## src/include/rv_core_macros.svh

```systemverilog
`ifndef RV_CORE_MACROS_SVH
`define RV_CORE_MACROS_SVH

// datapath width
`define XLEN 32

// register index width, 32 registers
`define REG_ADDR_W 5

// instruction memory, word addressed
`define IMEM_ADDR_W 8

// data memory, word addressed
`define DMEM_ADDR_W 8

`endif

```

## src/hdl/rv_core_pkg.sv

```systemverilog
`default_nettype none

`include "rv_core_macros.svh"

package rv_core_pkg;

    // major opcodes of the kept subset
    typedef enum logic [6:0] {
        OPC_OP     = 7'b0110011,
        OPC_OP_IMM = 7'b0010011,
        OPC_LOAD   = 7'b0000011,
        OPC_STORE  = 7'b0100011,
        OPC_BRANCH = 7'b1100011
    } opcode_e;

    typedef enum logic [2:0] {
        ALU_ADD = 3'd0,
        ALU_SUB = 3'd1,
        ALU_AND = 3'd2,
        ALU_OR  = 3'd3,
        ALU_XOR = 3'd4,
        ALU_SLT = 3'd5
    } alu_op_e;

    // operand source seen by execute
    typedef enum logic [1:0] {
        FWD_REG = 2'd0,
        FWD_MEM = 2'd1,
        FWD_WB  = 2'd2
    } fwd_sel_e;

    // R-type field view, other formats are sliced from the raw word
    typedef struct packed {
        logic [6:0]             funct7;
        logic [`REG_ADDR_W-1:0] rs2;
        logic [`REG_ADDR_W-1:0] rs1;
        logic [2:0]             funct3;
        logic [`REG_ADDR_W-1:0] rd;
        logic [6:0]             opcode;
    } instr_t;

    // all zero means bubble
    typedef struct packed {
        logic    reg_write;
        logic    mem_read;
        logic    mem_write;
        logic    alu_src;
        alu_op_e alu_op;
        logic    is_branch;
        logic    branch_ne;
    } ctrl_t;

    typedef struct packed {
        logic [`XLEN-1:0] pc;
        instr_t           instr;
    } if_id_t;

    typedef struct packed {
        logic [`XLEN-1:0]       pc;
        logic [`REG_ADDR_W-1:0] rs1;
        logic [`REG_ADDR_W-1:0] rs2;
        logic [`REG_ADDR_W-1:0] rd;
        logic [`XLEN-1:0]       data1;
        logic [`XLEN-1:0]       data2;
        logic [`XLEN-1:0]       immediate;
        ctrl_t                  ctrl;
    } id_ex_t;

    typedef struct packed {
        logic [`REG_ADDR_W-1:0] rd;
        logic [`XLEN-1:0]       alu_data;
        logic [`XLEN-1:0]       store_data;
        ctrl_t                  ctrl;
    } ex_mem_t;

    typedef struct packed {
        logic [`REG_ADDR_W-1:0] rd;
        logic [`XLEN-1:0]       load_data;
        logic [`XLEN-1:0]       alu_data;
        ctrl_t                  ctrl;
    } mem_wb_t;

endpackage

`default_nettype wire

```

## src/hdl/hazard_if.sv

```systemverilog
`timescale 1ns/1ps
`default_nettype none

// pipeline control from the hazard unit to the datapath
interface hazard_if;

    import rv_core_pkg::*;

    logic     pc_write;
    logic     if_id_write;
    logic     if_id_flush;
    logic     id_ex_flush;
    fwd_sel_e forward_a;
    fwd_sel_e forward_b;

    modport ctrl (
        output pc_write,
        output if_id_write,
        output if_id_flush,
        output id_ex_flush,
        output forward_a,
        output forward_b
    );

    modport dp (
        input pc_write,
        input if_id_write,
        input if_id_flush,
        input id_ex_flush,
        input forward_a,
        input forward_b
    );

endinterface

`default_nettype wire

```

## src/hdl/fetch_stage.sv

```systemverilog
`timescale 1ns/1ps
`default_nettype none

`include "rv_core_macros.svh"

module fetch_stage (
    input  wire logic             clk,
    input  wire logic             reset_n,
    hazard_if.dp                  hz,
    input  wire logic             branch_taken,
    input  wire logic [`XLEN-1:0] branch_target,
    output logic      [`XLEN-1:0] pc
);

    logic [`XLEN-1:0] pc_next;

    // redirect wins over a load-use hold
    always_comb begin
        if (branch_taken) begin
            pc_next = branch_target;
        end else if (!hz.pc_write) begin
            pc_next = pc;
        end else begin
            pc_next = pc + `XLEN'd4;
        end
    end

    always_ff @(posedge clk) begin
        if (!reset_n) begin
            pc <= '0;
        end else begin
            pc <= pc_next;
        end
    end

endmodule

`default_nettype wire

```

## src/flat_wrapper.sv

```systemverilog
// flat-port wrapper written by rule: the top's interface ports become plain ports
module fetch_stage_flat 
  (clk, reset_n, branch_taken, branch_target, pc, hz_pc_write, hz_if_id_write, hz_if_id_flush, hz_id_ex_flush, hz_forward_a, hz_forward_b);
  hazard_if hz_i ();
  input  wire logic clk;
  input  wire logic reset_n;
  input  wire logic branch_taken;
  input  wire logic [`XLEN-1:0] branch_target;
  output logic      [`XLEN-1:0] pc;
  input wire logic [$bits(hz_i.pc_write)-1:0] hz_pc_write;
  input wire logic [$bits(hz_i.if_id_write)-1:0] hz_if_id_write;
  input wire logic [$bits(hz_i.if_id_flush)-1:0] hz_if_id_flush;
  input wire logic [$bits(hz_i.id_ex_flush)-1:0] hz_id_ex_flush;
  input wire logic [$bits(hz_i.forward_a)-1:0] hz_forward_a;
  input wire logic [$bits(hz_i.forward_b)-1:0] hz_forward_b;
  assign hz_i.pc_write = hz_pc_write;
  assign hz_i.if_id_write = hz_if_id_write;
  assign hz_i.if_id_flush = hz_if_id_flush;
  assign hz_i.id_ex_flush = hz_id_ex_flush;
  assign hz_i.forward_a = hz_forward_a;
  assign hz_i.forward_b = hz_forward_b;
  fetch_stage u_core (.clk(clk), .reset_n(reset_n), .hz(hz_i), .branch_taken(branch_taken), .branch_target(branch_target), .pc(pc));
endmodule
```

## config.mk

```make
export PLATFORM = sky130hd
export DESIGN_NAME = fetch_stage_flat
export DESIGN_NICKNAME = d
export VERILOG_FILES = /design/src/hdl/rv_core_pkg.sv /design/src/hdl/hazard_if.sv /design/src/hdl/fetch_stage.sv /design/src/flat_wrapper.sv
export VERILOG_INCLUDE_DIRS = /design/src /design/src/include
export SDC_FILE = /design/constraint.sdc
export NUM_CORES = 1
export LEC_CHECK = 0
export ABC_CLOCK_PERIOD_IN_PS = 2500
export CORE_MARGIN = 2
export CORE_UTILIZATION = 50
export DETAILED_ROUTE_END_ITERATION = 7
export DONT_BUFFER_PORTS = 1
export PLACE_DENSITY = 0.66
export REMOVE_ABC_BUFFERS = 1
export SYNTH_ARGS = -nofsm -noshare
export SYNTH_HDL_FRONTEND = slang
export SYNTH_SLANG_ARGS = --single-unit
export TNS_END_PERCENT = 10
```

## constraint.sdc

```tcl
create_clock -name clk -period 2.5 [get_ports clk]
set_clock_uncertainty 0.15 [all_clocks]
set_input_delay 0.375 -clock clk [delete_from_list [all_inputs] [get_ports clk]]
set_output_delay 0.375 -clock clk [all_outputs]
set_load 0.005 [all_outputs]
```

Yosys cells after proc, flatten, opt, wreduce, memory -nomap -nowiden
Index checks and enable logic that the tools add are counted.
- bits in registers: 32
- bits of input ports: 43
- output and inout bits: 32
- logic and storage cells: 5
- add/subtract/negate cells: 1
- mux-type cells: 2
- reduce and logical (&&, ||, !) cells: 1
- operators with widths (cell ; count):
    $mux 32 ; 2
    $add 32x3->32 const B ; 1
    $reduce_bool 2->1 ; 1

Longest topological paths before layout
- depth in word-level cells: 3
- depth in mapped cells: 6
- mapped depth without buffers: 5

Worst setup path after synthesis
Ideal clock, no wire load.
- path kind: register to register
- start: reg u_core.pc[4]
- end: reg u_core.pc[22]
- library setup time: 0.086 ns
- arrival time: 1.610 ns
- data required time: 2.264 ns
- slack: 0.654 ns
- stages on the path, launching flop included: 6
- buffers on the path: 1
- clock period less this slack: 1.846 ns
- path through: dfxtp_1 > nand4_2 > or3_1 > buf_2 > or3_1 > a211oi_1
- longest elaborated chain between the ends: 3
- RTL lines (what ; RTL line ; text):
    start, declared ; fetch_stage.sv:12 ; output logic [`XLEN-1:0] pc
    start signal, assigned ; fetch_stage.sv:32 ; pc <= pc_next;
    $add 32x3->32 ; fetch_stage.sv:24 ; pc_next = pc + `XLEN'd4;
    $mux 32 ; fetch_stage.sv:21 ; end else if (!hz.pc_write) begin
    $mux 32 ; fetch_stage.sv:19 ; if (branch_taken) begin
No other way between the ends. The select of a mux whose other input is x is not followed.
A chain may end at the register's enable or synchronous reset.

Worst setup path after layout
- start: reg u_core.pc[8]
- end: reg u_core.pc[20]
Same word-level chain as after synthesis.

==> results.sh <==
export IMPL_crit_arrival_ns=2.18
export IMPL_grt_use_total_pct=25.1
export IMPL_cts_sinks=32
export IMPL_remaining_drc_errors=0
export IMPL_slowest_stage="dfxtp_1"
export IMPL_ctsLongestPathBuffers=2
export IMPL_first_global_vias=1731
export IMPL_dr_total_vias=1870
export IMPL_tightest_slew_ns=0.692
export IMPL_fin_cells=277
export IMPL_slew_headroom_pct=53.5
export IMPL_largest_reg_flops=32
export IMPL_setup_viol=0
export IMPL_coreArea_um2=3630
export IMPL_drive_above_1_share_pct=8.73
export IMPL_viasPerCell=6.75
export IMPL_max_cap_viol_count=0
export IMPL_cp_cell_sequence="nand4_1 -> or3_1 -> o31a_2 -> a21oi_1"
export IMPL_grt_overflow=0
export IMPL_die_x_um=65.1
export IMPL_hold_class="in2reg"
export IMPL_pwr_share_clk_pct=37.1
export IMPL_place_ws_ns=0.390
export IMPL_ant_nets=0
export IMPL_power_density_nw_per_um2=566
export IMPL_io_buffers=0
export IMPL_antenna_found_initial=0
export IMPL_hold_violations=0
export IMPL_cts_tree="done"
export IMPL_finalCritPeriodShare_pct=85.6
export IMPL_grt_setup_unrepaired="false"
export IMPL_cp_start_kind="flip-flop"
export IMPL_syn_to_final_growth_pct=6.11
export IMPL_peakVddDrop_v=0.000350
export IMPL_tns_ns=0
export IMPL_min_period_ns=2.14
export IMPL_final_core_util_pct=54.4
export IMPL_drt_wirelength_per_cell_um=18.4
export IMPL_grt_max_degree=30
export IMPL_gp_congestion=0.878
export IMPL_initialDrtViolationCount=134
export IMPL_status="completed"
export IMPL_cts_max_level=2
export IMPL_stdcell_area_um2=1980
export IMPL_register_area_um2=641
export IMPL_dieHeight_um=65.1
export IMPL_numCtsBuffers=5
export IMPL_slowest_delay_ns=0.55
export IMPL_diodes=0
export IMPL_regMostFlops="u_core.pc"
export IMPL_final_max_slew_violation_count=0
export IMPL_nNetsFinal=272
export IMPL_wl_um=5100
export IMPL_crit_path_end_kind="flip-flop"
export IMPL_cts_resized=0
export IMPL_dpl_instance_area_um2=1890
export IMPL_clock_latency_ns=0.28
export IMPL_critPathMaxFanout=10
export IMPL_synth_seq_cells=32
export IMPL_syn_inst=233
export IMPL_p_leak_nw=0.631
export IMPL_fp_dieArea_um2=4230
export IMPL_timing_fmax_mhz=467
export IMPL_clockRootBuffer="clkbuf_8"
export IMPL_p_switching_uw=302
export IMPL_post_cts_buffers=0
export IMPL_first_pass_iters=4
export IMPL_synth_area_leader_cell="dfxtp_1"
export IMPL_io_pins=75
export IMPL_swShare_pct=27.0
export IMPL_row_count=22
export IMPL_yosysSeqAreaShare_pct=34.4
export IMPL_pwr_share_comb_pct=8.9
export IMPL_fillCellCount=362
export IMPL_dp_cells=269
export IMPL_synth_area_leaders="dfxtp_1 34%, o21ai_0 6.2%, nand4_1 5.0%, a31oi_1 3.7%, nand2_1 3.4%"
export IMPL_p_seq_share_pct=54.0
export IMPL_cellInternalPower_uw=817
export IMPL_synth_warnings=0
export IMPL_clk_pin_slew_ns=0.07
export IMPL_grt_pass1_wl_um=8380
export IMPL_netlist_area_um2=1860
export IMPL_setup_ws_ns=0.360
export IMPL_critPathRequiredTime_ns=2.54
export IMPL_synth_cell_types=44
export IMPL_synth_top_area_share_pct=34.4
export IMPL_start_util_pct=51.3
export IMPL_multi_input_area_um2=1140
export IMPL_reg_largest_list="u_core.pc x32"
export IMPL_dp_hpwl_um=3510
export IMPL_hold_buffers=0
export IMPL_syn_area_per_cell_um2=8.00
export IMPL_path_class="reg2reg"
[critical path, delay by kind of cell, from the launching register on]
kind | cells | cell delay, ns
compound gates | 2 | 0.60
simple gates | 2 | 0.74
flops | 1 | 0.55
[cells in the mapped netlist]
library cell,number
dfxtp_1,32
o21ai_0,23
nand2_1,17
nand4_1,15
clkbuf_1,13
nor2_1,13
a21oi_1,11
a31oi_1,11
nand3_1,8
nor4_1,8
o31ai_1,8
or4_1,8
mux2i_1,5
xor2_1,5
a211oi_1,4
inv_1,4
nor3_1,4
or3_1,4
xnor2_1,4
and4_1,3
nand4_2,3
nor3b_1,3
or2_2,3
and2_1,2
and3_1,2
buf_2,2
a211o_1,1
a311o_1,1
a311oi_1,1
and3b_1,1
buf_4,1
ha_1,1
nand2b_1,1
nand3_2,1
nand4b_1,1
nor2b_1,1
o2111a_1,1
o211ai_1,1
o221ai_1,1
o311a_1,1
o31a_1,1
o31a_2,1
or3_2,1
or3b_2,1
[area by class of cell]
class,count,share of cell area (%)
timing repair buffer,4,1.52
clock buffer,8,4.55
tap,48,3.04
multi-input combinational,181,57.7
sequential,32,32.4
inverter,4,0.759
[through the flow]
step | power, mW | hold slack (ns)
global placement | 0.706 | 0.359
global route | 1.17 | 0.0855
CTS | 1.12 | 0.0751
detailed placement | 0.714 | 0.372
floorplan | 0.678 | 0.335
finish | 1.12 | 0.0780
[cell families (layout without fill, tap and decap cells)]
logic type,count (synthesis),in the layout,share of synthesized area [%]
XOR/XNOR,9,9,4.23
AND/OR/NAND/NOR,100,100,31.5
buffers and inverters,20,16,4.36
AO/OA/AOI/OAI,66,66,22.1
multiplexers,5,5,2.68
adder cells (fa/ha/maj),1,1,0.671
flip-flops,32,32,34.4
[routing by layer]
metal,track usage (%),vias up,routed length [um]
met5,0,-,0
met4,9.11,0,100
met3,7.29,15,458
met2,41.1,94,2390
met1,31.4,874,2150
li1,-,887,-
[power by group through the flow]
| stage | sequential, mW | combinational [mW] | clock (mW) |
|---|---|---|---|
| floorplan | 0.601 | 0.0771 | 0 |
| global placement | 0.613 | 0.0937 | 0 |
| detailed placement | 0.616 | 0.0989 | 0 |
| CTS | 0.604 | 0.0997 | 0.418 |
| global route | 0.611 | 0.114 | 0.449 |
| finish | 0.605 | 0.0997 | 0.415 |
[final timing paths]
path,start,endpoint,slack [ns],cells after the start
min reg2reg,u_core.pc[0],u_core.pc[0],0.39,2
min,reset_n,u_core.pc[17],0.08,2
max reg2reg,u_core.pc[8],u_core.pc[20],0.36,4
max,u_core.pc[8],u_core.pc[20],0.36,4
[placed cells by master (no fill, tap or decap), types with 2 or more instances in the layout]
| master | n |
|---|---|
| buf_4 | 4 |
| and3_1 | 2 |
| nand4_1 | 15 |
| xnor2_1 | 4 |
| inv_1 | 4 |
| or2_2 | 3 |
| a211oi_1 | 4 |
| and2_1 | 2 |
| or4_1 | 8 |
| nand2_1 | 17 |
| xor2_1 | 5 |
| o21ai_0 | 23 |
| clkbuf_1 | 2 |
| clkbuf_8 | 6 |
| and4_1 | 3 |
| nand3_1 | 8 |
| mux2i_1 | 5 |
| nor2_1 | 13 |
| a21oi_1 | 11 |
| nor4_1 | 8 |
| nor3b_1 | 3 |
| o31ai_1 | 8 |
| nor3_1 | 4 |
| a31oi_1 | 11 |
| or3_1 | 4 |
| dfxtp_1 | 32 |
| nand4_2 | 3 |
Power figures use the tool's default switching activity.
