**config.mk**
```make
export PLATFORM = sky130hd
export DESIGN_NAME = decode_stage
export DESIGN_NICKNAME = d
export VERILOG_FILES = /design/src/hdl/rv_core_pkg.sv /design/src/hdl/decode_stage.sv
export VERILOG_INCLUDE_DIRS = /design/src /design/src/include
export SDC_FILE = /design/constraint.sdc
export NUM_CORES = 2
export LEC_CHECK = 0
export BUFFER_PORTS_ARGS = -buffer_cell sky130_fd_sc_hd__buf_2
export CORE_MARGIN = 10
export CORE_UTILIZATION = 49
export CTS_BUF_LIST = sky130_fd_sc_hd__clkbuf_2
export DETAILED_ROUTE_END_ITERATION = 6
export PLACE_DENSITY = 0.68
export SLEW_MARGIN = 20
export SYNTH_ARGS = -nofsm -noshare
export SYNTH_HDL_FRONTEND = slang
export SYNTH_SLANG_ARGS = --single-unit
```
**constraint.sdc**
```tcl
create_clock -name clk -period 4.5 [get_ports clk]
set_input_delay 0.675 -clock clk [delete_from_list [all_inputs] [get_ports clk]]
set_output_delay 0.675 -clock clk [all_outputs]
set_load 0.05 [all_outputs]
```
**src/include/rv_core_macros.svh**
```systemverilog
`ifndef RV_CORE_MACROS_SVH
`define RV_CORE_MACROS_SVH

// datapath width
`define XLEN 32

// register index width, 32 registers
`define REG_ADDR_W 5

// instruction memory, word addressed
`define IMEM_ADDR_W 8

// data memory, word addressed
`define DMEM_ADDR_W 8

`endif

```
**src/hdl/rv_core_pkg.sv**
```systemverilog
`default_nettype none

`include "rv_core_macros.svh"

package rv_core_pkg;

    // major opcodes of the kept subset
    typedef enum logic [6:0] {
        OPC_OP     = 7'b0110011,
        OPC_OP_IMM = 7'b0010011,
        OPC_LOAD   = 7'b0000011,
        OPC_STORE  = 7'b0100011,
        OPC_BRANCH = 7'b1100011
    } opcode_e;

    typedef enum logic [2:0] {
        ALU_ADD = 3'd0,
        ALU_SUB = 3'd1,
        ALU_AND = 3'd2,
        ALU_OR  = 3'd3,
        ALU_XOR = 3'd4,
        ALU_SLT = 3'd5
    } alu_op_e;

    // operand source seen by execute
    typedef enum logic [1:0] {
        FWD_REG = 2'd0,
        FWD_MEM = 2'd1,
        FWD_WB  = 2'd2
    } fwd_sel_e;

    // R-type field view, other formats are sliced from the raw word
    typedef struct packed {
        logic [6:0]             funct7;
        logic [`REG_ADDR_W-1:0] rs2;
        logic [`REG_ADDR_W-1:0] rs1;
        logic [2:0]             funct3;
        logic [`REG_ADDR_W-1:0] rd;
        logic [6:0]             opcode;
    } instr_t;

    // all zero means bubble
    typedef struct packed {
        logic    reg_write;
        logic    mem_read;
        logic    mem_write;
        logic    alu_src;
        alu_op_e alu_op;
        logic    is_branch;
        logic    branch_ne;
    } ctrl_t;

    typedef struct packed {
        logic [`XLEN-1:0] pc;
        instr_t           instr;
    } if_id_t;

    typedef struct packed {
        logic [`XLEN-1:0]       pc;
        logic [`REG_ADDR_W-1:0] rs1;
        logic [`REG_ADDR_W-1:0] rs2;
        logic [`REG_ADDR_W-1:0] rd;
        logic [`XLEN-1:0]       data1;
        logic [`XLEN-1:0]       data2;
        logic [`XLEN-1:0]       immediate;
        ctrl_t                  ctrl;
    } id_ex_t;

    typedef struct packed {
        logic [`REG_ADDR_W-1:0] rd;
        logic [`XLEN-1:0]       alu_data;
        logic [`XLEN-1:0]       store_data;
        ctrl_t                  ctrl;
    } ex_mem_t;

    typedef struct packed {
        logic [`REG_ADDR_W-1:0] rd;
        logic [`XLEN-1:0]       load_data;
        logic [`XLEN-1:0]       alu_data;
        ctrl_t                  ctrl;
    } mem_wb_t;

endpackage

`default_nettype wire

```
**src/hdl/decode_stage.sv**
```systemverilog
`timescale 1ns/1ps
`default_nettype none

`include "rv_core_macros.svh"

module decode_stage (
    input  wire logic                   clk,
    input  wire logic                   reset_n,
    input  wire rv_core_pkg::instr_t    instr,
    input  wire logic                   wb_en,
    input  wire logic [`REG_ADDR_W-1:0] wb_rd,
    input  wire logic [`XLEN-1:0]       wb_data,
    output logic      [`XLEN-1:0]       data1,
    output logic      [`XLEN-1:0]       data2,
    output logic      [`XLEN-1:0]       immediate,
    output rv_core_pkg::ctrl_t          ctrl
);

    import rv_core_pkg::*;

    logic [31:0]      raw;
    logic [`XLEN-1:0] regs [0:(1 << `REG_ADDR_W)-1];

    assign raw = instr;

    // x0 is never written, reads of it return zero below
    always_ff @(posedge clk) begin
        if (!reset_n) begin
            for (int i = 0; i < (1 << `REG_ADDR_W); i++) begin
                regs[i] <= '0;
            end
        end else if (wb_en && wb_rd != '0) begin
            regs[wb_rd] <= wb_data;
        end
    end

    // write-first: a same-cycle writeback is visible to the read
    function automatic logic [`XLEN-1:0] read_reg(input logic [`REG_ADDR_W-1:0] idx);
        if (idx == '0) begin
            return '0;
        end
        if (wb_en && wb_rd == idx) begin
            return wb_data;
        end
        return regs[idx];
    endfunction

    always_comb begin
        data1 = read_reg(instr.rs1);
        data2 = read_reg(instr.rs2);
    end

    // unsupported encodings fall through as bubbles
    always_comb begin
        ctrl = '0;
        case (instr.opcode)
            OPC_OP: begin
                ctrl.reg_write = 1'b1;
                case (instr.funct3)
                    3'b000: ctrl.alu_op = instr.funct7[5] ? ALU_SUB : ALU_ADD;
                    3'b010: ctrl.alu_op = ALU_SLT;
                    3'b100: ctrl.alu_op = ALU_XOR;
                    3'b110: ctrl.alu_op = ALU_OR;
                    3'b111: ctrl.alu_op = ALU_AND;
                    default: ctrl = '0;
                endcase
            end
            OPC_OP_IMM: begin
                if (instr.funct3 == 3'b000) begin
                    ctrl.reg_write = 1'b1;
                    ctrl.alu_src   = 1'b1;
                end
            end
            OPC_LOAD: begin
                if (instr.funct3 == 3'b010) begin
                    ctrl.reg_write = 1'b1;
                    ctrl.mem_read  = 1'b1;
                    ctrl.alu_src   = 1'b1;
                end
            end
            OPC_STORE: begin
                if (instr.funct3 == 3'b010) begin
                    ctrl.mem_write = 1'b1;
                    ctrl.alu_src   = 1'b1;
                end
            end
            OPC_BRANCH: begin
                if (instr.funct3[2:1] == 2'b00) begin
                    ctrl.is_branch = 1'b1;
                    ctrl.branch_ne = instr.funct3[0];
                    ctrl.alu_op    = ALU_SUB;
                end
            end
            default: ctrl = '0;
        endcase
    end

    // I, S or B format by opcode
    always_comb begin
        case (instr.opcode)
            OPC_STORE:  immediate = {{20{raw[31]}}, raw[31:25], raw[11:7]};
            OPC_BRANCH: immediate = {{19{raw[31]}}, raw[31], raw[7], raw[30:25], raw[11:8], 1'b0};
            default:    immediate = {{20{raw[31]}}, raw[31:20]};
        endcase
    end

endmodule

`default_nettype wire

```
Word level (Yosys, flattened, before mapping)
Memories as Yosys holds them, arrays and structs flattened.
Cells that the tools add are included.

word-level totals
  register bits = 0
  latch bits = 0
  bits in writable memories = 1024
  bits in read-only memories = 0
  input port bits = 72
  output and inout bits = 105
  word-level logic and storage cells = 56
  memories = 1

memory list
  memory  depth  width  read ports  clocked after memory_dff  wr ports  RTL line            text
  regs    32     32     2           0                         32        decode_stage.sv:22  logic [`XLEN-1:0] regs [0:(1 << `REG_ADDR_W)-1];

operators by class
  add/subtract/negate cells = 0
  multipliers = 0
  divide/modulo/power cells = 0
  order comparisons = 0
  equal/unequal tests = 11
  shifts and indexed selects = 0
  mux-type cells = 34
  bitwise operators = 0
  reduce and logical (&&, ||, !) cells = 10

operator list
  operator              count
  $mux W32              9
  $reduce_or A32 Y1     1
  $pmux W12 S2          1
  $pmux W3 S5           1
  $eq A7 B6 Y1 const B  2
  $mux W1               14
  $eq A5 B5 Y1          2
  $logic_not A5 Y1      2
  $pmux W5 S2           1
  $eq A3 B3 Y1 const B  3
  $eq A7 B2 Y1 const B  1
  $eq A7 B5 Y1 const B  1
  $eq A7 B7 Y1 const B  1
  $mux W5               1
  $reduce_bool A5 Y1    1
  $reduce_or A5 Y1      1
  $mux W4               1
  $pmux W1 S2           2
  $pmux W1 S4           1
  $eq A3 B2 Y1 const B  1
  $logic_and A1 B1 Y1   3
  $logic_not A3 Y1      1
  $mux W3               1
  $pmux W1 S3           1
  other kinds (2)       2

Logic depth before layout (Yosys ltp)
  word-level depth = 7
  depth in mapped cells = 9
  gate-level depth less buffers = 5

Least setup slack after synthesis
No wires, ideal clock.

  kind = input port to flip-flop
  start point = input port wb_rd[2]
  end point = memory regs[4][0] (netlist name), enable pin
  setup time = 0.466 ns
  arrival time = 3.883 ns
  data required time = 4.034 ns
  setup slack = 0.152 ns
  stages = 4
  path buffers = 2
  cells stage by stage = clkbuf_1 > or3b_2 > clkbuf_1 > o21ai_0

RTL lines
  item         RTL line            text
  from (decl)  decode_stage.sv:11  input wire logic [`REG_ADDR_W-1:0] wb_rd,
  to (decl)    decode_stage.sv:22

==> run summary <==
The run finished with clean final reports. In this run the core area contains 122 standard-cell rows. Setup repair after global routing could not meet its margin everywhere. The register with the most flip-flops in the final layout is regs. The area of the die came out at 126000 sq um. The initial antenna violation count is 11.

The critical path goes through mux4_2, a22o_4, a2111oi_4, a21oi_2, a22o_1, buf_6. The final wirelength came out at 189000 microns. The number of cells produced by synthesis is 3763. After global routing the overflow that remains totals 0. The type of the tightest min-delay check is in2reg. The number of buffers between clock root and the deepest sink is 4. The data required time of the worst path came out at 3.83 ns. Counting flops and latches in the post-synthesis netlist gives 1024.

The detail route stage leaves a number of antenna-violating nets equal to 0. The I/O pin total is 177. Of the available clock period, the critical path in the final layout requires 0.986.

Clock-pin slew was measured on the worst setup and hold paths at 0.12 ns. After synthesis, the netlist uses 53 different library cells. Summed over all cells, the static leakage comes to 22.2 nW. In the post-synthesis netlist, the cell with the most instances is sky130_fd_sc_hd__edfxtp_1. The utilization of the core after routing is 0.558. Of the synthesized area, sequential elements account for 0.560. The number of buffers created by CTS is 287. The critical path's top delay family is compound AO/OA/AOI/OAI gates. The first-pass GRT wire length came out at 268000 microns. The setup total negative slack is 0 ns. The worst-case setup margin in the final layout is 0.0643 ns. The sink count of the clock tree is 1024.

The average footprint of a synthesized cell is 14.6 sq um. The largest stage delay on the critical path is 0.48 ns. Counting both buffers and inverters, the worst setup path holds a total of 1. CTS built an H-tree with a depth of 5.

By count the netlist is led by sky130_fd_sc_hd__edfxtp_1 (1024), sky130_fd_sc_hd__and2_1 (996), sky130_fd_sc_hd__mux4_2 (418). The area overhead of the layout relative to synthesis is 12.8%. The worst setup path is launched from a flip-flop.

The core region is 111000 sq um. The initial cell density of the core is 0.495. The slowest cell on the critical path is sky130_fd_sc_hd__mux4_2. Dividing the detail-routed via count by the number of cells gives 6.60. In the synthesized netlist the async set-or-reset flop fraction comes to 0. The overall global routing resource usage is 0.295. The worst setup path is captured at a primary output. The largest registers in the layout are regs (1024). The total of warnings raised by yosys came out at 0. TritonCTS built the clock tree. The share of synthesized area in the top cell type comes to 0.560.

The worst-case headroom to the max-slew limit came out at 0.262. Counting tap cells, the placed design contains a total of 5212 instances. The number of nets in the finished design is 4124. The cell sitting at the root of the clock tree is a sky130_fd_sc_hd__clkbuf_2. The number of I/O port buffers came out at 166. Across the run, the number of max-cap violations was 0. The routed length per placed instance is 33.1 microns. Subtracting the final worst setup slack from the clock period gives 4.44 ns. The number of synthesized flops with an enable pin came out at 1024.

Data arrives at the worst endpoint at 3.76 ns. For this run, the leading register cell type out of synthesis is sky130_fd_sc_hd__edfxtp_1. The placed standard-cell area came out at 58500 sq um. The setup path with the least slack is of type reg2out. For this run, the detailed router's first-pass iteration total came to 6.

The cell accounting for the most synthesized area is sky130_fd_sc_hd__edfxtp_1. The count of final max-slew check failures came out at 0. The number of global-route vias before repair came out at 37900. The die span in y came out at 355 microns. The DRC violation total after the first TritonRoute iteration is 5763. The maximum vdd ir drop came out at 0.218 mV. The pin slew with the least headroom to its limit is 1.11 ns. The total setup violations reported at the end of the flow came out at 0.

Derived from the worst setup path, the maximum achievable clock frequency is 225 MHz. The number of remaining DRC errors came out at 0. The netlist area before placement came out at 54900 sq um. The final standard cell area without fillers is 61900 sq um. The maximum fanout along the worst path came out at 2. The final route contains 37700 vias. The maximum number of pins on one net before global-route repair is 66. Prior to clock tree synthesis, the placed netlist has a worst setup slack of -0.00879 ns. The flip-flop count of the largest register after layout is 1024. The filler-free cell count of the finished design is 5715. The power density of the placed cells is 345 nW/um^2.

The placed wire-length estimate after detailed placement came out at 119000 microns. The number of hold violations in the final report is 0. The number of fill cells in the layout came out at 8976. The chip width came out at 355 microns. The placer's final routability congestion estimate is 0.953. Ranked by total cell area, the synthesized netlist is headed by sky130_fd_sc_hd__edfxtp_1 (56%), sky130_fd_sc_hd__mux4_2 (17%), sky130_fd_sc_hd__and2_1 (11%).

In the final layout, the share of cells above drive strength 1 is 0.324.
-- path summary, 6_finish.rpt --
path | start | end | slack (ns) | cells after the start
hold / removal | wb_rd[0] | regs[15][5]$_SDFFCE_PN0P_ | 0.24 | 4
setup / recovery | regs[10][0]$_SDFFCE_PN0P_ | data2[0] | 0.06 | 6
-- logic make-up (layout without fill, tap and decap cells) --
family,count (synthesis),count (layout),synth area share
buffers and inverters,440,863,0.0344
and+or+nand+nor,1156,1156,0.128
DFF,1024,1024,0.560
AOI/OAI and AO/OA,499,499,0.0651
xor gates and xnor gates,11,11,0.00176
muxes,632,632,0.211
other,1,42,0.0000683
-- layer usage --
metal | GRT usage | wire length (microns)
met3 | 0.0767 | 23700
met2 | 0.447 | 85900
met1 | 0.380 | 67700
met4 | 0.174 | 11800
met5 | 0 | 8
-- layout make-up --
type / instances / area (sq um) / share of cell area
Antenna cell: 10 / 25.0 / 0.000404
Clock buffer: 409 / 2050 / 0.0331
Clock inverter: 45 / 250 / 0.00404
Inverter: 3 / 11.3 / 0.000182
Multi-Input combinational cell: 2330 / 23500 / 0.380
Sequential cell: 1024 / 30700 / 0.497
Tap cell: 1488 / 1860 / 0.0301
Timing Repair Buffer: 406 / 3440 / 0.0556
-- cells in the final DEF, fill, tap and decap left out, types with 38 or more instances in the layout --
master / synthesis / final
sky130_fd_sc_hd__edfxtp_1: 1024 / 1024
sky130_fd_sc_hd__and2_1: 996 / 994
sky130_fd_sc_hd__mux4_2: 418 / 418
sky130_fd_sc_hd__clkbuf_2: 0 / 409
sky130_fd_sc_hd__mux2i_1: 204 / 204
sky130_fd_sc_hd__buf_4: 30 / 173
sky130_fd_sc_hd__buf_2: 75 / 135
sky130_fd_sc_hd__a22oi_1: 118 / 108
sky130_fd_sc_hd__a21oi_1: 97 / 88
sky130_fd_sc_hd__nand2_1: 53 / 53
sky130_fd_sc_hd__o22ai_1: 49 / 49
sky130_fd_sc_hd__buf_12: 0 / 46
sky130_fd_sc_hd__a22o_1: 53 / 39
sky130_fd_sc_hd__dlygate4sd3_1: 0 / 38
-- where the power goes --
group          internal, mW  switching [mW]
clock network          2.55            3.95
logic                  1.33            2.24
registers              11.0           0.265
total                  14.9            6.46
-- timing repair --
action / 4_1_cts / 5_1_grt
hold endpoints to repair: 1218 / 0
gates resized for setup: 123 / 7
hold buffers: 38 / 0
gates cloned: 0 / 0
setup buffers: 1 / 0
pin swaps: 24 / 3
endpoints found under the setup margin: 34 / 10
-- through the flow --
stage                     power [mW]  hold slack [ns]
after CTS                       21.3           0.0200
after global routing            22.1            0.150
after floorplan                 13.5            0.873
after detailed placement        14.8             1.34
final                           21.3            0.237
after global placement          14.8             1.33
Power figures use the tool's default switching activity.
