$ cat config.mk
export PLATFORM = sky130hd
export DESIGN_NAME = hazard_control_flat
export DESIGN_NICKNAME = d
export VERILOG_FILES = /design/src/hdl/rv_core_pkg.sv /design/src/hdl/hazard_if.sv /design/src/hdl/hazard_control.sv /design/src/flat_wrapper.sv
export VERILOG_INCLUDE_DIRS = /design/src /design/src/include
export SDC_FILE = /design/constraint.sdc
export NUM_CORES = 1
export LEC_CHECK = 0
export BUFFER_PORTS_ARGS = -buffer_cell sky130_fd_sc_hd__buf_2
export CAP_MARGIN = 0
export CORE_AREA = 2 2 39 41
export DETAILED_ROUTE_END_ITERATION = 6
export DIE_AREA = 0 0 41 43
export PLACE_DENSITY = 0.75
export SETUP_SLACK_MARGIN = 0.1
export SLEW_MARGIN = 20
export SYNTH_ARGS = -nofsm -noshare
export SYNTH_HDL_FRONTEND = slang
export SYNTH_SLANG_ARGS = --single-unit
$ cat constraint.sdc
create_clock -name vclk -period 2.05
set_input_delay 0 -clock vclk [all_inputs]
set_output_delay 0 -clock vclk [all_outputs]
set_load 0.05 [all_outputs]
$ cat src/include/rv_core_macros.svh
`ifndef RV_CORE_MACROS_SVH
`define RV_CORE_MACROS_SVH

// datapath width
`define XLEN 32

// register index width, 32 registers
`define REG_ADDR_W 5

// instruction memory, word addressed
`define IMEM_ADDR_W 8

// data memory, word addressed
`define DMEM_ADDR_W 8

`endif

$ cat src/hdl/rv_core_pkg.sv
`default_nettype none

`include "rv_core_macros.svh"

package rv_core_pkg;

    // major opcodes of the kept subset
    typedef enum logic [6:0] {
        OPC_OP     = 7'b0110011,
        OPC_OP_IMM = 7'b0010011,
        OPC_LOAD   = 7'b0000011,
        OPC_STORE  = 7'b0100011,
        OPC_BRANCH = 7'b1100011
    } opcode_e;

    typedef enum logic [2:0] {
        ALU_ADD = 3'd0,
        ALU_SUB = 3'd1,
        ALU_AND = 3'd2,
        ALU_OR  = 3'd3,
        ALU_XOR = 3'd4,
        ALU_SLT = 3'd5
    } alu_op_e;

    // operand source seen by execute
    typedef enum logic [1:0] {
        FWD_REG = 2'd0,
        FWD_MEM = 2'd1,
        FWD_WB  = 2'd2
    } fwd_sel_e;

    // R-type field view, other formats are sliced from the raw word
    typedef struct packed {
        logic [6:0]             funct7;
        logic [`REG_ADDR_W-1:0] rs2;
        logic [`REG_ADDR_W-1:0] rs1;
        logic [2:0]             funct3;
        logic [`REG_ADDR_W-1:0] rd;
        logic [6:0]             opcode;
    } instr_t;

    // all zero means bubble
    typedef struct packed {
        logic    reg_write;
        logic    mem_read;
        logic    mem_write;
        logic    alu_src;
        alu_op_e alu_op;
        logic    is_branch;
        logic    branch_ne;
    } ctrl_t;

    typedef struct packed {
        logic [`XLEN-1:0] pc;
        instr_t           instr;
    } if_id_t;

    typedef struct packed {
        logic [`XLEN-1:0]       pc;
        logic [`REG_ADDR_W-1:0] rs1;
        logic [`REG_ADDR_W-1:0] rs2;
        logic [`REG_ADDR_W-1:0] rd;
        logic [`XLEN-1:0]       data1;
        logic [`XLEN-1:0]       data2;
        logic [`XLEN-1:0]       immediate;
        ctrl_t                  ctrl;
    } id_ex_t;

    typedef struct packed {
        logic [`REG_ADDR_W-1:0] rd;
        logic [`XLEN-1:0]       alu_data;
        logic [`XLEN-1:0]       store_data;
        ctrl_t                  ctrl;
    } ex_mem_t;

    typedef struct packed {
        logic [`REG_ADDR_W-1:0] rd;
        logic [`XLEN-1:0]       load_data;
        logic [`XLEN-1:0]       alu_data;
        ctrl_t                  ctrl;
    } mem_wb_t;

endpackage

`default_nettype wire

$ cat src/hdl/hazard_if.sv
`timescale 1ns/1ps
`default_nettype none

// pipeline control from the hazard unit to the datapath
interface hazard_if;

    import rv_core_pkg::*;

    logic     pc_write;
    logic     if_id_write;
    logic     if_id_flush;
    logic     id_ex_flush;
    fwd_sel_e forward_a;
    fwd_sel_e forward_b;

    modport ctrl (
        output pc_write,
        output if_id_write,
        output if_id_flush,
        output id_ex_flush,
        output forward_a,
        output forward_b
    );

    modport dp (
        input pc_write,
        input if_id_write,
        input if_id_flush,
        input id_ex_flush,
        input forward_a,
        input forward_b
    );

endinterface

`default_nettype wire

$ cat src/hdl/hazard_control.sv
`timescale 1ns/1ps
`default_nettype none

`include "rv_core_macros.svh"

module hazard_control (
    input  wire logic [`REG_ADDR_W-1:0] if_id_rs1,
    input  wire logic [`REG_ADDR_W-1:0] if_id_rs2,
    input  wire logic [`REG_ADDR_W-1:0] id_ex_rs1,
    input  wire logic [`REG_ADDR_W-1:0] id_ex_rs2,
    input  wire logic [`REG_ADDR_W-1:0] id_ex_rd,
    input  wire logic                   id_ex_mem_read,
    input  wire logic [`REG_ADDR_W-1:0] ex_mem_rd,
    input  wire logic                   ex_mem_reg_write,
    input  wire logic [`REG_ADDR_W-1:0] mem_wb_rd,
    input  wire logic                   mem_wb_reg_write,
    input  wire logic                   branch_taken,
    hazard_if.ctrl                      hz
);

    import rv_core_pkg::*;

    logic load_use;

    // younger result first, x0 never forwards
    function automatic fwd_sel_e pick_source(input logic [`REG_ADDR_W-1:0] rs);
        if (ex_mem_reg_write && ex_mem_rd != '0 && ex_mem_rd == rs) begin
            return FWD_MEM;
        end
        if (mem_wb_reg_write && mem_wb_rd != '0 && mem_wb_rd == rs) begin
            return FWD_WB;
        end
        return FWD_REG;
    endfunction

    always_comb begin
        hz.forward_a = pick_source(id_ex_rs1);
        hz.forward_b = pick_source(id_ex_rs2);
    end

    // load result not ready until after mem
    assign load_use = id_ex_mem_read && id_ex_rd != '0 &&
                      (id_ex_rd == if_id_rs1 || id_ex_rd == if_id_rs2);

    // a taken branch squashes both younger slots, so any stall is moot
    assign hz.pc_write    = branch_taken | ~load_use;
    assign hz.if_id_write = branch_taken | ~load_use;
    assign hz.if_id_flush = branch_taken;
    assign hz.id_ex_flush = branch_taken | load_use;

endmodule

`default_nettype wire

$ cat src/flat_wrapper.sv
// flat-port wrapper written by rule: the top's interface ports become plain ports
module hazard_control_flat import rv_core_pkg::*;
  (if_id_rs1, if_id_rs2, id_ex_rs1, id_ex_rs2, id_ex_rd, id_ex_mem_read, ex_mem_rd, ex_mem_reg_write, mem_wb_rd, mem_wb_reg_write, branch_taken, hz_pc_write, hz_if_id_write, hz_if_id_flush, hz_id_ex_flush, hz_forward_a, hz_forward_b);
  hazard_if hz_i ();
  input  wire logic [`REG_ADDR_W-1:0] if_id_rs1;
  input  wire logic [`REG_ADDR_W-1:0] if_id_rs2;
  input  wire logic [`REG_ADDR_W-1:0] id_ex_rs1;
  input  wire logic [`REG_ADDR_W-1:0] id_ex_rs2;
  input  wire logic [`REG_ADDR_W-1:0] id_ex_rd;
  input  wire logic id_ex_mem_read;
  input  wire logic [`REG_ADDR_W-1:0] ex_mem_rd;
  input  wire logic ex_mem_reg_write;
  input  wire logic [`REG_ADDR_W-1:0] mem_wb_rd;
  input  wire logic mem_wb_reg_write;
  input  wire logic branch_taken;
  output wire logic [$bits(hz_i.pc_write)-1:0] hz_pc_write;
  output wire logic [$bits(hz_i.if_id_write)-1:0] hz_if_id_write;
  output wire logic [$bits(hz_i.if_id_flush)-1:0] hz_if_id_flush;
  output wire logic [$bits(hz_i.id_ex_flush)-1:0] hz_id_ex_flush;
  output wire logic [$bits(hz_i.forward_a)-1:0] hz_forward_a;
  output wire logic [$bits(hz_i.forward_b)-1:0] hz_forward_b;
  assign hz_pc_write = hz_i.pc_write;
  assign hz_if_id_write = hz_i.if_id_write;
  assign hz_if_id_flush = hz_i.if_id_flush;
  assign hz_id_ex_flush = hz_i.id_ex_flush;
  assign hz_forward_a = hz_i.forward_a;
  assign hz_forward_b = hz_i.forward_b;
  hazard_control u_core (.if_id_rs1(if_id_rs1), .if_id_rs2(if_id_rs2), .id_ex_rs1(id_ex_rs1), .id_ex_rs2(id_ex_rs2), .id_ex_rd(id_ex_rd), .id_ex_mem_read(id_ex_mem_read), .ex_mem_rd(ex_mem_rd), .ex_mem_reg_write(ex_mem_reg_write), .mem_wb_rd(mem_wb_rd), .mem_wb_reg_write(mem_wb_reg_write), .branch_taken(branch_taken), .hz(hz_i));
endmodule
Word level (Yosys, flattened, before mapping)
Index checks and enable logic that the tools add are counted.
{"block": "classes", "eq_ne": 6, "n_mux": 14, "n_bitwise": 3, "reduce_logical": 12}
{"op": "5-bit equality test", "n": 6}
{"op": "2-bit 2-to-1 mux", "n": 8}
{"op": "5-bit nonzero test", "n": 3}
{"op": "1-bit logical AND", "n": 8}
{"op": "1-bit 2-to-1 mux", "n": 6}
{"op": "1-bit bitwise OR", "n": 2}
{"op": "1-bit logical OR", "n": 1}
{"op": "1-bit NOT", "n": 1}
{"block": "totals", "regBits": 0, "inputBits": 39}

Depth between registers and ports, before layout
{"block": "depth", "word_depth": 7, "mapped_depth": 5}

Worst setup path after synthesis
Ideal clock, no wire load.
{"block": "synth_timing", "path_type": "input port to output port", "start": "input ex_mem_rd[0]", "end": "output hz_forward_a[1]", "arrival_ns": 2.318, "required_time_ns": 2.050, "setup_slack_ns": -0.268, "path_stages": 4, "n_path_buf": 0, "path_cell_list": "or4_1 > o21ai_2 > nor4_1 > nor4_2"}
{"block": "synth_between", "elab_chain_cells": 5, "word_cells_on_any_way": 6}
{"item": "start: declaration", "line": "flat_wrapper.sv:11", "source": "input wire logic [`REG_ADDR_W-1:0] ex_mem_rd;"}
{"item": "5-bit nonzero test", "line": "hazard_control.sv:27", "source": "if (ex_mem_reg_write && ex_mem_rd != '0 && ex_mem_rd == rs) begin"}
{"item": "1-bit logical AND", "line": "hazard_control.sv:27"}
{"item": "1-bit logical AND *", "line": "hazard_control.sv:27"}
{"item": "1-bit 2-to-1 mux *", "line": "hazard_control.sv:27"}
{"item": "2-bit 2-to-1 mux *", "line": "hazard_control.sv:30", "source": "if (mem_wb_reg_write && mem_wb_rd != '0 && mem_wb_rd == rs) begin"}
{"item": "end: declaration", "line": "flat_wrapper.sv:20", "source": "output wire logic [$bits(hz_i.forward_a)-1:0] hz_forward_a;"}
Every way passes the cells marked *; elsewhere a longest branch is shown, timed or not.

Final worst setup path
{"block": "layout_timing", "start": "input ex_mem_rd[4]", "end": "output hz_forward_b[1]"}
{"block": "layout_between", "elab_chain_cells": 5, "word_cells_on_any_way": 6}
{"item": "5-bit nonzero test", "line": "hazard_control.sv:27"}
{"item": "1-bit logical AND", "line": "hazard_control.sv:27"}
{"item": "1-bit logical AND *", "line": "hazard_control.sv:27"}
{"item": "1-bit 2-to-1 mux *", "line": "hazard_control.sv:27"}
{"item": "2-bit 2-to-1 mux *", "line": "hazard_control.sv:30"}
{"item": "end: declaration", "line": "flat_wrapper.sv:21", "source": "output wire logic [$bits(hz_i.forward_b)-1:0] hz_forward_b;"}
Marked as above.

==> run metrics <==
Initial Utilization 0.304; RSZ-0062 raised after global routing no; P_sw between 0.00007 and 0.00008 W; FILL cells roughly 130; area delta synth->final 57.1%; worst-margin pin slew between 0.3 and 0.4 ns; clk_buf instances 0; pwr/cell area 207 nW/µm²; drt total wl between 1 and 1.5 mm; Critical Path AT between 1 and 1.5 ns; number of global-route vias before repair around 470; critical path's slowest cell or4_1; initial antenna violation count 0; Vias 550; Core Box Area between 1000 and 1500 µm²; Ports 47; Syn Area/Cell about 7.9 µm²; DR pass1 iterations 2; largest net degree at the start of global routing 4; Max Clk Rate slightly below 700 MHz; Flop pwr share 0; commonest non-fill, non-tap cell in the layout buf_2; Cells after DPL between 100 and 150; Internal 0.0000638 W; final antenna-violating net count 0; # resized after CTS 0; chip width roughly 41 µm; Seq/Total Area, Yosys 0; Critical Path RT 2.05 ns; Hold Crit Endpoint hz_if_id_flush; Max Fanout on Critical Path 3; FF+latch area 0 µm²; switch share 0.532; Setup violations, final 0; critical path launch point type primary input; fin cells between 100 and 150; GPL Wtd Cong just under 0.8; slew margin rel. 0.736; routed vias/inst between 4 and 5; Max-cap violations 0; DIE HEIGHT roughly 43 µm; total gr overflow 0; setup bufs post-CTS 0; worst setup path startpoint ex_mem_rd[4]; post-synth design cell area between 400 and 500 µm²; WL/cell just over 10 µm; first-pass GRT wire length roughly 1.7 mm; number of port buffers 47; CP Cell Sequence buf_2 -> or4_1 -> o21ai_2 -> nor4_1 -> nor4_2 -> buf_2; Mapped Nets 92; Hold Buf Count CTS 0; synth warn 0; FFs & Latches 0; cells after synthesis 53; Total Routing Usage GR 0.128; CP dominant cell by count buf_2; status finished, final reports clean; Comb power frac 1.000; die area 1760 µm²; Leak Pwr 0.326 nW; max-slew violations 0; VDD IR max 0.0000805 V; post-synth cell types 15; Detailed Route Iter0 Violations 1; Tcrit/Tclk final 0.707; multi-input logic area 405 µm²; WHS Path Cells 2; Detailed Place HPWL roughly 1.1 mm; worst min-delay path class in -> out; hold path startpoint branch_taken; Setup CP Type in -> out; Rows 14; CP endpoint kind primary output; final hold viol count 0; crit-path max cell delay between 0.5 and 0.6 ns; min Tclk post-route roughly 1.4 ns; nets 139; layout cells sized above 1 0.510; DRC viols 0; Clk network pwr share 0; Core Util, Final 0.477; number of diodes 0; most frequent cells in the layout buf_2, xor2_1, xnor2_1, or4_1
[area by class of cell]
cell class         count  area share
multi-input cells     51       0.614
well taps             16      0.0303
repair buffers        47       0.356
[power by group through the flow]
stage / Sequential, W / Clock, W / Combinational [W]
after floorplan: 0 / 0 / 0.0000720
after global placement: 0 / 0 / 0.000135
after detailed placement: 0 / 0 / 0.000138
after CTS: 0 / 0 / 0.000138
after global routing: 0 / 0 / 0.000150
final: 0 / 0 / 0.000136
[critical path: cells and delay by family]
family | cells | cell delay [ns]
buffers and inverters | 2 | 0.42
and+or+nand+nor | 3 | 0.87
AOI/OAI and AO/OA | 1 | 0.16
[synthesized netlist by cell type]
| cell type | count | share of area |
|---|---|---|
| a22oi_1 | 1 | 0.018 |
| buf_4 | 2 | 0.036 |
| nand3_1 | 2 | 0.024 |
| nor2_1 | 2 | 0.018 |
| nor3_1 | 2 | 0.024 |
| nor4_1 | 2 | 0.030 |
| nor4_2 | 2 | 0.060 |
| o21ai_0 | 1 | 0.012 |
| o21ai_1 | 1 | 0.012 |
| o21ai_2 | 1 | 0.021 |
| o21bai_1 | 1 | 0.018 |
| or3_1 | 1 | 0.015 |
| or4_1 | 5 | 0.089 |
| xnor2_1 | 6 | 0.12 |
| xor2_1 | 24 | 0.50 |
[how the worst max path moves through the flow]
stage               cells after the start               to
floorplan                               4  hz_forward_a[1]
global route                            6  hz_forward_a[1]
CTS                                     6  hz_forward_b[1]
global placement                        6  hz_forward_b[1]
detailed placement                      6  hz_forward_b[1]
finish                                  6  hz_forward_b[1]
[per-stage QoR]
step                setup slack, ns  total power [W]  cell area [µm²]  hold WS [ns]  TNS, ns
finish                        0.601         0.000136              661         0.311        0
global route                  0.512         0.000150              661         0.321        0
CTS                           0.581         0.000138              661         0.312        0
detailed placement            0.578         0.000138              661         0.310        0
global placement              0.605         0.000135              661         0.308        0
floorplan                    -0.268        0.0000720              420         0.167   -0.535
[cells by family after synthesis]
group,synth area share
xor+xnor,0.625
buf+inv,0.0357
simple gates,0.259
compound gates,0.0804
[routing by layer]
| metal | track usage | vias to the layer above | part of all wire |
|---|---|---|---|
| li1 | - | 277 | - |
| met1 | 0.127 | 228 | 0.35 |
| met2 | 0.275 | 45 | 0.50 |
| met3 | 0 | 0 | 0.15 |
| met4 | 0 | 0 | 0 |
| met5 | 0 | - | 0 |
Note: power is estimated with default switching activity, not from simulation.
